===== src/gpio_pkg.sv =====
`default_nettype none

package gpio_pkg;

	// pad count.
	localparam int N_PADS = 11;

	// pin map, one index per pad.
	localparam int PIN_LED        = 0;
	localparam int PIN_DPAD_U     = 1;
	localparam int PIN_DPAD_D     = 2;
	localparam int PIN_DPAD_L     = 3;
	localparam int PIN_DPAD_R     = 4;
	localparam int PIN_BTN_A      = 5;
	localparam int PIN_BTN_B      = 6;
	localparam int PIN_BTN_X      = 7;
	localparam int PIN_BTN_Y      = 8;
	localparam int PIN_BTN_START  = 9;
	localparam int PIN_BTN_SELECT = 10;

	// depth of the reset release chain.
	localparam int RESET_SYNC_STAGES = 2;

	// bus widths.
	localparam int APB_ADDR_W = 16;
	localparam int APB_DATA_W = 32;

	// one bit per pad, indexed by pin.
	typedef logic [N_PADS-1:0] pad_vec_t;

	typedef logic [APB_ADDR_W-1:0] apb_addr_t;
	typedef logic [APB_DATA_W-1:0] apb_data_t;

	// register byte offsets.
	localparam apb_addr_t REG_OUT    = 16'h0000;
	localparam apb_addr_t REG_DIR    = 16'h0004;
	localparam apb_addr_t REG_IN     = 16'h0008;
	localparam apb_addr_t REG_PRESS  = 16'h000C;
	localparam apb_addr_t REG_IRQ_EN = 16'h0010;

	// phase of the previous bus cycle as seen by the slave.
	typedef enum logic [1:0] {
		IDLE,
		SETUP,
		ACCESS
	} reg_state_t;

endpackage

`default_nettype wire

===== src/gpio.sv =====
`default_nettype none

module gpio (
	input  wire logic               clk,
	input  wire logic               rst_n_i,

	input  wire logic               apb_psel_i,
	input  wire logic               apb_penable_i,
	input  wire logic               apb_pwrite_i,
	input  wire gpio_pkg::apb_addr_t apb_paddr_i,
	input  wire gpio_pkg::apb_data_t apb_pwdata_i,
	output gpio_pkg::apb_data_t     apb_prdata_o,
	output logic                    apb_pready_o,
	output logic                    apb_pslverr_o,

	output gpio_pkg::pad_vec_t      pad_out_o,
	output gpio_pkg::pad_vec_t      pad_oe_o,
	input  wire gpio_pkg::pad_vec_t  pad_in_i,

	output logic                    irq_o
);

	import gpio_pkg::*;

	logic     rst_n_sync;
	pad_vec_t in_level;
	pad_vec_t in_rise;
	logic     led_out;
	logic     led_oe;

	reset_sync #(
		.N_CYCLES (RESET_SYNC_STAGES)
	) u_reset_sync (
		.clk          (clk),
		.rst_n_i      (rst_n_i),
		.rst_n_sync_o (rst_n_sync)
	);

	gpio_pad_sync u_pad_sync (
		.clk        (clk),
		.rst_n_sync (rst_n_sync),
		.pad_in_i   (pad_in_i),
		.in_level_o (in_level),
		.in_rise_o  (in_rise)
	);

	gpio_regs u_regs (
		.clk           (clk),
		.rst_n_sync    (rst_n_sync),
		.apb_psel_i    (apb_psel_i),
		.apb_penable_i (apb_penable_i),
		.apb_pwrite_i  (apb_pwrite_i),
		.apb_paddr_i   (apb_paddr_i),
		.apb_pwdata_i  (apb_pwdata_i),
		.apb_prdata_o  (apb_prdata_o),
		.apb_pready_o  (apb_pready_o),
		.apb_pslverr_o (apb_pslverr_o),
		.in_level_i    (in_level),
		.in_rise_i     (in_rise),
		.led_out_o     (led_out),
		.led_oe_o      (led_oe),
		.irq_o         (irq_o)
	);

	// only the led pin is an output, the rest stay tied low.
	genvar pin;
	for (pin = 0; pin < N_PADS; pin++) begin : g_pad
		if (pin == PIN_LED) begin : g_led
			assign pad_out_o[pin] = led_out;
			assign pad_oe_o[pin]  = led_oe;
		end else begin : g_unused
			assign pad_out_o[pin] = 1'b0;
			assign pad_oe_o[pin]  = 1'b0;
		end
	end

endmodule

`default_nettype wire


===== src/gpio_regs.sv =====
`default_nettype none

module gpio_regs (
	input  wire logic               clk,
	input  wire logic               rst_n_sync,

	input  wire logic               apb_psel_i,
	input  wire logic               apb_penable_i,
	input  wire logic               apb_pwrite_i,
	input  wire gpio_pkg::apb_addr_t apb_paddr_i,
	input  wire gpio_pkg::apb_data_t apb_pwdata_i,
	output gpio_pkg::apb_data_t     apb_prdata_o,
	output logic                    apb_pready_o,
	output logic                    apb_pslverr_o,

	input  wire gpio_pkg::pad_vec_t  in_level_i,
	input  wire gpio_pkg::pad_vec_t  in_rise_i,

	output logic                    led_out_o,
	output logic                    led_oe_o,
	output logic                    irq_o
);

	import gpio_pkg::*;

	reg_state_t state_q;
	reg_state_t state_d;

	logic access;
	logic hit_out;
	logic hit_dir;
	logic hit_in;
	logic hit_press;
	logic hit_irq_en;
	logic addr_err;
	logic wr_ok;
	logic rd_ok;

	logic     out_q;
	logic     dir_q;
	pad_vec_t press_q;
	pad_vec_t irq_en_q;
	pad_vec_t press_clr;

	apb_data_t rdata;

	// a genuine access cycle must follow a setup cycle.
	assign access = apb_psel_i && apb_penable_i && (state_q == SETUP);

	always_comb begin
		state_d = IDLE;
		if (apb_psel_i && !apb_penable_i) begin
			state_d = SETUP;
		end else if (access) begin
			state_d = ACCESS;
		end
	end

	always_ff @(posedge clk or negedge rst_n_sync) begin
		if (!rst_n_sync) begin
			state_q <= IDLE;
		end else begin
			state_q <= state_d;
		end
	end

	// address decode.
	assign hit_out    = (apb_paddr_i == REG_OUT);
	assign hit_dir    = (apb_paddr_i == REG_DIR);
	assign hit_in     = (apb_paddr_i == REG_IN);
	assign hit_press  = (apb_paddr_i == REG_PRESS);
	assign hit_irq_en = (apb_paddr_i == REG_IRQ_EN);

	assign addr_err = !(hit_out || hit_dir || hit_in || hit_press || hit_irq_en);

	// unmapped offset, or a write to the read-only input register.
	assign apb_pslverr_o = access && (addr_err || (apb_pwrite_i && hit_in));

	assign wr_ok = access && apb_pwrite_i && !apb_pslverr_o;
	assign rd_ok = access && !apb_pwrite_i && !addr_err;

	// no wait states.
	assign apb_pready_o = 1'b1;

	// led control.
	always_ff @(posedge clk or negedge rst_n_sync) begin
		if (!rst_n_sync) begin
			out_q <= 1'b0;
			dir_q <= 1'b0;
		end else begin
			if (wr_ok && hit_out) begin
				out_q <= apb_pwdata_i[0];
			end
			if (wr_ok && hit_dir) begin
				dir_q <= apb_pwdata_i[0];
			end
		end
	end

	// interrupt enables.
	always_ff @(posedge clk or negedge rst_n_sync) begin
		if (!rst_n_sync) begin
			irq_en_q <= '0;
		end else if (wr_ok && hit_irq_en) begin
			irq_en_q <= apb_pwdata_i[N_PADS-1:0];
		end
	end

	// write one to clear.
	assign press_clr = (wr_ok && hit_press) ? apb_pwdata_i[N_PADS-1:0] : '0;

	// a new rise wins over a clear in the same cycle.
	always_ff @(posedge clk or negedge rst_n_sync) begin
		if (!rst_n_sync) begin
			press_q <= '0;
		end else begin
			press_q <= (press_q & ~press_clr) | in_rise_i;
		end
	end

	// read data is zero on error or outside an access.
	always_comb begin
		rdata = '0;
		if (rd_ok) begin
			case (apb_paddr_i)
				REG_OUT:    rdata = apb_data_t'(out_q);
				REG_DIR:    rdata = apb_data_t'(dir_q);
				REG_IN:     rdata = apb_data_t'(in_level_i);
				REG_PRESS:  rdata = apb_data_t'(press_q);
				REG_IRQ_EN: rdata = apb_data_t'(irq_en_q);
				default:    rdata = '0;
			endcase
		end
	end

	assign apb_prdata_o = rdata;

	assign led_out_o = out_q;
	assign led_oe_o  = dir_q;

	// level interrupt.
	assign irq_o = |(press_q & irq_en_q);

endmodule

`default_nettype wire


===== src/gpio_pad_sync.sv =====
`default_nettype none

module gpio_pad_sync (
	input  wire logic              clk,
	input  wire logic              rst_n_sync,
	input  wire gpio_pkg::pad_vec_t pad_in_i,
	output gpio_pkg::pad_vec_t     in_level_o,
	output gpio_pkg::pad_vec_t     in_rise_o
);

	import gpio_pkg::*;

	pad_vec_t meta_q;
	pad_vec_t sync_q;
	pad_vec_t prev_q;

	// two-flop synchronizer for the asynchronous pads.
	always_ff @(posedge clk or negedge rst_n_sync) begin
		if (!rst_n_sync) begin
			meta_q <= '0;
			sync_q <= '0;
		end else begin
			meta_q <= pad_in_i;
			sync_q <= meta_q;
		end
	end

	// previous level for edge detection.
	always_ff @(posedge clk or negedge rst_n_sync) begin
		if (!rst_n_sync) begin
			prev_q <= '0;
		end else begin
			prev_q <= sync_q;
		end
	end

	assign in_level_o = sync_q;

	// zero last cycle, one now.
	// a pad held high through reset gives one pulse after release.
	assign in_rise_o = sync_q & ~prev_q;

endmodule

`default_nettype wire


===== src/reset_sync.sv =====
`default_nettype none

module reset_sync #(
	parameter int N_CYCLES = gpio_pkg::RESET_SYNC_STAGES
) (
	input  wire logic clk,
	input  wire logic rst_n_i,
	output logic      rst_n_sync_o
);

	logic [N_CYCLES-1:0] chain_q;

	// clears at once, fills with ones after release.
	always_ff @(posedge clk or negedge rst_n_i) begin
		if (!rst_n_i) begin
			chain_q <= '0;
		end else begin
			chain_q <= {chain_q[N_CYCLES-2:0], 1'b1};
		end
	end

	// last stage is the released reset.
	assign rst_n_sync_o = chain_q[N_CYCLES-1];

endmodule

`default_nettype wire


===== config.mk =====
export PLATFORM = sky130hd
export DESIGN_NAME = gpio
export DESIGN_NICKNAME = d
export VERILOG_FILES = /design/src/gpio_pkg.sv /design/src/gpio.sv /design/src/gpio_regs.sv /design/src/gpio_pad_sync.sv /design/src/reset_sync.sv
export SDC_FILE = /design/constraint.sdc
export NUM_CORES = 1
export LEC_CHECK = 0
export BUFFER_PORTS_ARGS = -buffer_cell sky130_fd_sc_hd__buf_4
export CELL_PAD_IN_SITES_DETAIL_PLACEMENT = 2
export CELL_PAD_IN_SITES_GLOBAL_PLACEMENT = 2
export CORE_MARGIN = 1
export CORE_UTILIZATION = 30
export DETAILED_ROUTE_END_ITERATION = 10
export PLACE_DENSITY = 0.82
export SKIP_CTS_REPAIR_TIMING = 1
export SYNTH_ARGS = -nofsm -noshare
export SYNTH_HDL_FRONTEND = slang
export SYNTH_HIERARCHICAL = 1
export SYNTH_SLANG_ARGS = --single-unit

===== constraint.sdc =====
create_clock -name clk -period 2.3 [get_ports clk]
set_input_delay 0.345 -clock clk [delete_from_list [all_inputs] [get_ports clk]]
set_output_delay 0.345 -clock clk [all_outputs]
set_load 0.1 [all_outputs]

==> results by group, run 1 <==
Worst hold path
  • Hold Path Class: in -> reg
  • Hold depth: 1

Power and ir drop
  • Leak pwr: 1.82 nW
  • Pwr dens: 641 nW/µm²
  • Worst VDD drop: 0.000231 V

Synthesis
  • Synth Area in Adders: 0%
  • Post-synthesis cell type count: 40
  • Dominant synthesized flop cell: dfrtp_1
  • Synth Area in XOR/XNOR: 0%
  • Largest family of logic cells by synthesized area: simple AND/OR/NAND/NOR gates
  • Area share of the largest cell type after synthesis: 51.6%
  • Count leader, synth: dfrtp_1
  • Multiplexer share of the synthesized area: 6.98%
  • Synth area leaders: dfrtp_1 (52%), buf_4 (11%), nor2b_4 (5.1%)
  • Mapped Area: 2960 µm²
  • Synth top cells by count: dfrtp_1 (61), buf_4 (44), nand3_1 (19)
  • Seq/Total Area, Yosys: 51.6%
  • Number of flops mapped to enable cells by yosys: 0
  • Register bit total from synthesis: 61
  • Simple-gate area share of the yosys netlist: 16.5%
  • Asr flop ratio synth: 100%
  • Synth area leader: dfrtp_1
  • Post-synthesis compound-gate area fraction: 10.5%
  • Yosys warnings: 6
  • Syn avg cell area: 12.0 µm²
  • Post-Synthesis Cells: 246

Routing
  • Initial drt markers: 57
  • WL met3: 476 µm
  • Routed wire per std cell: 17.8 µm
  • Metal2 WL: 4310 µm
  • DRC viols: 0
  • Total Wirelength: 8230 µm
  • Final ANT Viol Nets: 0
  • 1st-pass router iterations: 4
  • Highest Signal Layer: met4
  • Routed via count: 2106
  • Met1 Wirelength: 3280 µm
  • Vias per inst: 4.55

Floorplanning
  • Starting Density: 31.5%
  • Core Box Area: 9370 µm²
  • Row count: 35
  • Die outline width: 101 µm
  • Die footprint: 10300 µm²
  • Top Ports: 121
  • Height of the die: 101 µm

STA
  • Slew @ Worst Pin: 751 ps
  • Worst relative slew slack: 50.0%
  • RSZ-0062 raised after global routing: true
  • Hold WS: 90.4 ps
  • Max Fclk: 0.397 GHz
  • Post-layout min period: 2520 ps
  • Slew Limit Fails: 0
  • Post-route setup slack: -216 ps
  • Final setup fails: 11
  • Period utilisation layout: 109%
  • Setup TNS: -1690 ps
  • Hold Fails Final Rpt: 0
  • Worst clock skew: 6.71 ps

Global route
  • Gr ovfl total: 0
  • Initial antenna violation count: 0
  • Largest net degree at the start of global routing: 60
  • Number of global-route vias before repair: 2354
  • Global Route Usage Sum: 16.6%
  • Global-route wire length before repair: 12300 µm

Clock network
  • Clock slew at reported path FFs: 70 ps
  • Root buf cell: clkbuf_8
  • Worst skew pair latency: 350 ps
  • Htree depth: 3
  • Max Buffers Root-to-Sink: 2
  • Clk sinks: 61
  • TritonCTS clock tree: yes
  • Num CTS Buffers: 9

Placed design
  • Detail Placement HPWL: 5750 µm
  • I/O Buffers: 57
  • Placer Congestion: 0.744

Job
  • Max-cap violations: 0

Setup path
  • Slowest stage delay, CP: 570 ps
  • CP Capture Type: primary output
  • CP Cell Sequence: buf_6, or4_4, nor4bb_4, buf_2, nand2_1, a21oi_4, buf_8
  • Worst path slowest cell: or4_4
  • R2R depth: 6
  • Crit-path max FO: 5
  • CP bufs+invs: 3
  • Crit path required time: 1960 ps
  • CP delay by family, top: simple AND/OR/NAND/NOR gates
  • WP depth: 7
  • Kind of critical path: in -> out
  • Critical Path Start Type: input port
  • Worst Path Arrival: 2170 ps

Final layout
  • Multi-input gate area in the final layout: 1310 µm²
  • ANT cells: 0
  • Area added between synthesis and finish: 36.9%
  • Seq. cell area: 1530 µm²
  • Fillers: 995
  • Nets@finish: 393
  • Share of post-route cells with drive strength above 1: 46.1%

Status
  • Failing checks: negative setup slack
  • Status: complete, but fails checks
[layer usage]
layer  vias up  global-route usage [%]
li1        945                       -
met1      1072                    18.7
met2        75                    29.0
met3        14                    4.90
met4         0                    7.25
met5         -                       0
[worst paths after layout]
path	start	slack, ps	endpoint
setup / recovery	apb_paddr_i[9]	-220	apb_prdata_o[7]
hold / removal	pad_in_i[6]	90	u_pad_sync/meta_q[6]
setup reg to reg	u_regs/state_q[1]	450	u_regs/led_oe_o
hold reg to reg	u_pad_sync/meta_q[8]	350	u_pad_sync/in_level_o[8]
max in group asynchronous	u_reset_sync/chain_q[1]	1380	u_regs/press_q[7]
min in group asynchronous	rst_n_i	300	u_reset_sync/chain_q[1]
[power breakdown]
group / switching (mW) / total [mW] / leakage (nW) / internal, mW
clock network: 0.446 / 1.00 / 0.102 / 0.559
registers: 0.0212 / 1.13 / 0.711 / 1.11
logic: 0.377 / 0.464 / 1.01 / 0.0876
[area by class of cell]
cell class	instances	area share, %
Timing Repair Buffer	88	20.0
Sequential cell	61	37.8
Clock inverter	5	1.45
Inverter	7	0.649
Multi-Input combinational cell	162	32.4
Clock buffer	11	3.74
Tap cell	129	3.99
[sequential cells by signal, summed over array words and instances, names as in the netlist]
name / cells
u_pad_sync/in_level_o: 11
u_pad_sync/meta_q: 11
u_pad_sync/prev_q: 11
u_regs/irq_en_q: 11
u_regs/led_oe_o: 1
u_regs/led_out_o: 1
u_regs/press_q: 11
u_regs/state_q: 2
u_reset_sync/chain_q: 2
[placed cells by master, fill, tap and decap left out, types with 2 or more instances in the layout]
master	count
a21o_1	11
a221oi_1	2
a22o_1	4
a31oi_4	2
a32oi_1	5
and3_1	2
buf_12	9
buf_4	69
buf_6	6
buf_8	2
clkbuf_8	11
clkinvlp_4	2
conb_1	43
dfrtp_1	60
inv_1	7
mux2_2	3
mux2_4	10
nand2_1	8
nand2_2	2
nand2b_1	2
nand3_1	16
nand3_2	2
nand4b_1	2
nor2_4	6
nor2b_1	2
nor2b_4	11
nor3_1	2
nor4_4	2
o2111a_2	2
o32ai_1	6
or4_4	2
[cell families after synthesis]
family | count (synthesis)
AND/OR/NAND/NOR | 67
buffers and inverters | 62
flip-flops | 61
AO/OA/AOI/OAI | 38
multiplexers | 14
other | 4
[stage by stage]
| stage | total power [mW] | worst slack, ps | std cells | cell area (µm²) | util, % |
|---|---|---|---|---|---|
| global route | 2.70 | -263 | 463 | 4050 | 43.2 |
| floorplan | 1.56 | -282 | 285 | 3220 | - |
| CTS | 2.64 | -317 | 459 | 3850 | 41.1 |
| detailed placement | 1.61 | -276 | 443 | 3640 | 38.8 |
| finish | 2.60 | -216 | 463 | 4050 | 43.2 |
| global placement | 1.60 | -244 | 443 | 3640 | 38.8 |
No activity file was read; power rests on OpenSTA's default activity.
==> run 2: changes to the inputs <==
--- a/config.mk
+++ b/config.mk
@@ -12,6 +12,7 @@
 export CORE_UTILIZATION = 30
 export DETAILED_ROUTE_END_ITERATION = 10
 export PLACE_DENSITY = 0.82
+export REMOVE_ABC_BUFFERS = 1
 export SKIP_CTS_REPAIR_TIMING = 1
 export SYNTH_ARGS = -nofsm -noshare
 export SYNTH_HDL_FRONTEND = slang
==> results by group, run 2 (synthesis results as in run 1) <==
Clock network
  • Root buf cell: clkbuf_8
  • TritonCTS clock tree: yes
  • Htree depth: 3 (unchanged)
  • Clock slew at reported path FFs: 70 ps (about the same)
  • Num CTS Buffers: 9 (unchanged)
  • Max Buffers Root-to-Sink: 2 (unchanged)
  • Clk sinks: 61 (unchanged)
  • Worst skew pair latency: 350 ps (about the same)

Setup path
  • Worst path slowest cell: or4_4
  • Crit path required time: 1960 ps (about the same)
  • Worst Path Arrival: 2240 ps (+70 ps)
  • CP bufs+invs: 4 (+1)
  • CP Cell Sequence: buf_4, or4_4, nor4bb_4, buf_6, buf_6, a32oi_1, nor2_1, buf_6
  • CP Capture Type: primary output
  • Critical Path Start Type: input port
  • R2R depth: 5 (-1)
  • Slowest stage delay, CP: 550 ps (-20 ps)
  • Crit-path max FO: 5 (unchanged)
  • CP delay by family, top: simple AND/OR/NAND/NOR gates
  • Kind of critical path: in -> out
  • WP depth: 8 (+1)
  • CP most frequent cell: buf_6

STA
  • Post-route setup slack: -282 ps (-65.9 ps)
  • Period utilisation layout: 112% (+2.9 points)
  • Final setup fails: 12 (+1)
  • Max Fclk: 0.387 GHz (-2.6%)
  • Setup TNS: -2460 ps (-770 ps)
  • RSZ-0062 raised after global routing: true
  • Worst relative slew slack: 59.4% (+9.5 points)
  • Post-layout min period: 2580 ps (+65.9 ps)
  • Slew Limit Fails: 0 (unchanged)
  • Hold WS: 99.9 ps (+9.51 ps)
  • Hold Fails Final Rpt: 0 (unchanged)
  • Worst clock skew: 6.79 ps (+0.0710 ps)
  • Slew @ Worst Pin: 609 ps (-142 ps)

Routing
  • 1st-pass router iterations: 4 (unchanged)
  • Final ANT Viol Nets: 0 (unchanged)
  • DRC viols: 0 (unchanged)
  • Vias per inst: 4.60 (+1.1%)
  • Initial drt markers: 83 (+46%)
  • Total Wirelength: 8030 µm (-2.4%)
  • Routed wire per std cell: 17.5 µm (-1.4%)
  • Routed via count: 2106 (unchanged)

Power and ir drop
  • Pwr dens: 680 nW/µm² (+6.0%)
  • Leak pwr: 1.81 nW (-0.48%)
  • Worst VDD drop: 0.000301 V (+30%)

Floorplanning
  • Height of the die: 101 µm (unchanged)
  • Starting Density: 31.5% (unchanged)
  • Core Box Area: 9370 µm² (unchanged)
  • Die outline width: 101 µm (unchanged)
  • Row count: 35 (unchanged)
  • Top Ports: 121 (unchanged)
  • Die footprint: 10300 µm² (unchanged)

Placed design
  • Detail Placement HPWL: 5680 µm (-1.2%)
  • Placer Congestion: 0.747 (+0.32%)
  • Placed insts: 438 (-1.1%)
  • I/O Buffers: 57 (unchanged)
  • Post-Place Setup Slack: -308 ps (-32.1 ps)

Final layout
  • Most frequent cells in the layout: buf_4 (61), dfrtp_1 (60), conb_1 (43), nand3_1 (19), buf_6 (14)
  • Fillers: 995 (unchanged)
  • Seq. cell area: 1530 µm² (unchanged)
  • Multi-input gate area in the final layout: 1240 µm² (-5.6%)
  • Share of post-route cells with drive strength above 1: 41.3% (-4.8 points)
  • Post-route insts no fill: 458 (-1.1%)
  • Commonest non-fill, non-tap cell in the layout: buf_4
  • ANT cells: 0 (unchanged)
  • Area added between synthesis and finish: 33.4%
  • Nets@finish: 388 (-1.3%)
  • Final core utilization: 42.1% (-1.1 points)

Global route
  • Met3 usage in global routing: 4.83% (-0.069 points)
  • Initial antenna violation count: 0 (unchanged)
  • Global-route wire length before repair: 11900 µm (-2.7%)
  • Gr ovfl total: 0 (unchanged)
  • GR Util met1: 19.4% (+0.71 points)
  • Gr busiest metal: met2
  • Global Route Usage Sum: 15.9% (-0.69 points)
  • Number of global-route vias before repair: 2252 (-4.3%)
  • Met2 Use GR: 26.4% (-2.6 points)
  • Largest net degree at the start of global routing: 34 (-43%)

Job
  • Max-cap violations: 0 (unchanged)

Worst hold path
  • Hold Path Class: in -> reg
  • Hold depth: 1 (unchanged)

Status
  • Status: complete, but fails checks
  • Failing checks: negative setup slack
==> run 2: power breakdown <==
part | internal, mW | switching [mW] | leakage [nW]
Sequential | 1.11 | 0.0292 | 0.711
Combinational | 0.0892 | 0.366 | 0.992
Clock | 0.670 | 0.421 | 0.110
==> run 2: worst paths after layout <==
kind / start / end / slack, ps
setup / recovery: apb_paddr_i[8] / apb_prdata_o[3] / -280
hold / removal: pad_in_i[2] / u_pad_sync/meta_q[2] / 100
setup reg to reg: u_regs/state_q[1] / u_regs/irq_en_q[3] / 320
hold reg to reg: u_reset_sync/chain_q[1] / u_pad_sync/prev_q[9] / 280
max in group asynchronous: u_reset_sync/chain_q[1] / u_pad_sync/prev_q[3] / 1410
min in group asynchronous: u_reset_sync/chain_q[1] / u_pad_sync/prev_q[9] / 280
==> run 2: stage by stage <==
step	cell area [µm²]	total power, mW
2_1_floorplan	2720	1.50
3_5_place_dp	3490	1.60
3_3_place_gp	3490	1.60
5_1_grt	3940	2.79
6_report	3940	2.68
4_1_cts	3710	2.72
==> run 2: layer usage <==
metal	wire [µm]	share of wire, %
met1	3260	41
met2	4170	52
met3	506	6.3
met4	96	1.2
met5	0	0
==> run 2: cell type report <==
cell class | instances | share of cell area, %
Clock buffer | 13 | 4.03
Clock inverter | 3 | 1.71
Inverter | 7 | 0.666
Multi-Input combinational cell | 162 | 31.3
Sequential cell | 61 | 38.7
Tap cell | 129 | 4.09
Timing Repair Buffer | 83 | 19.4
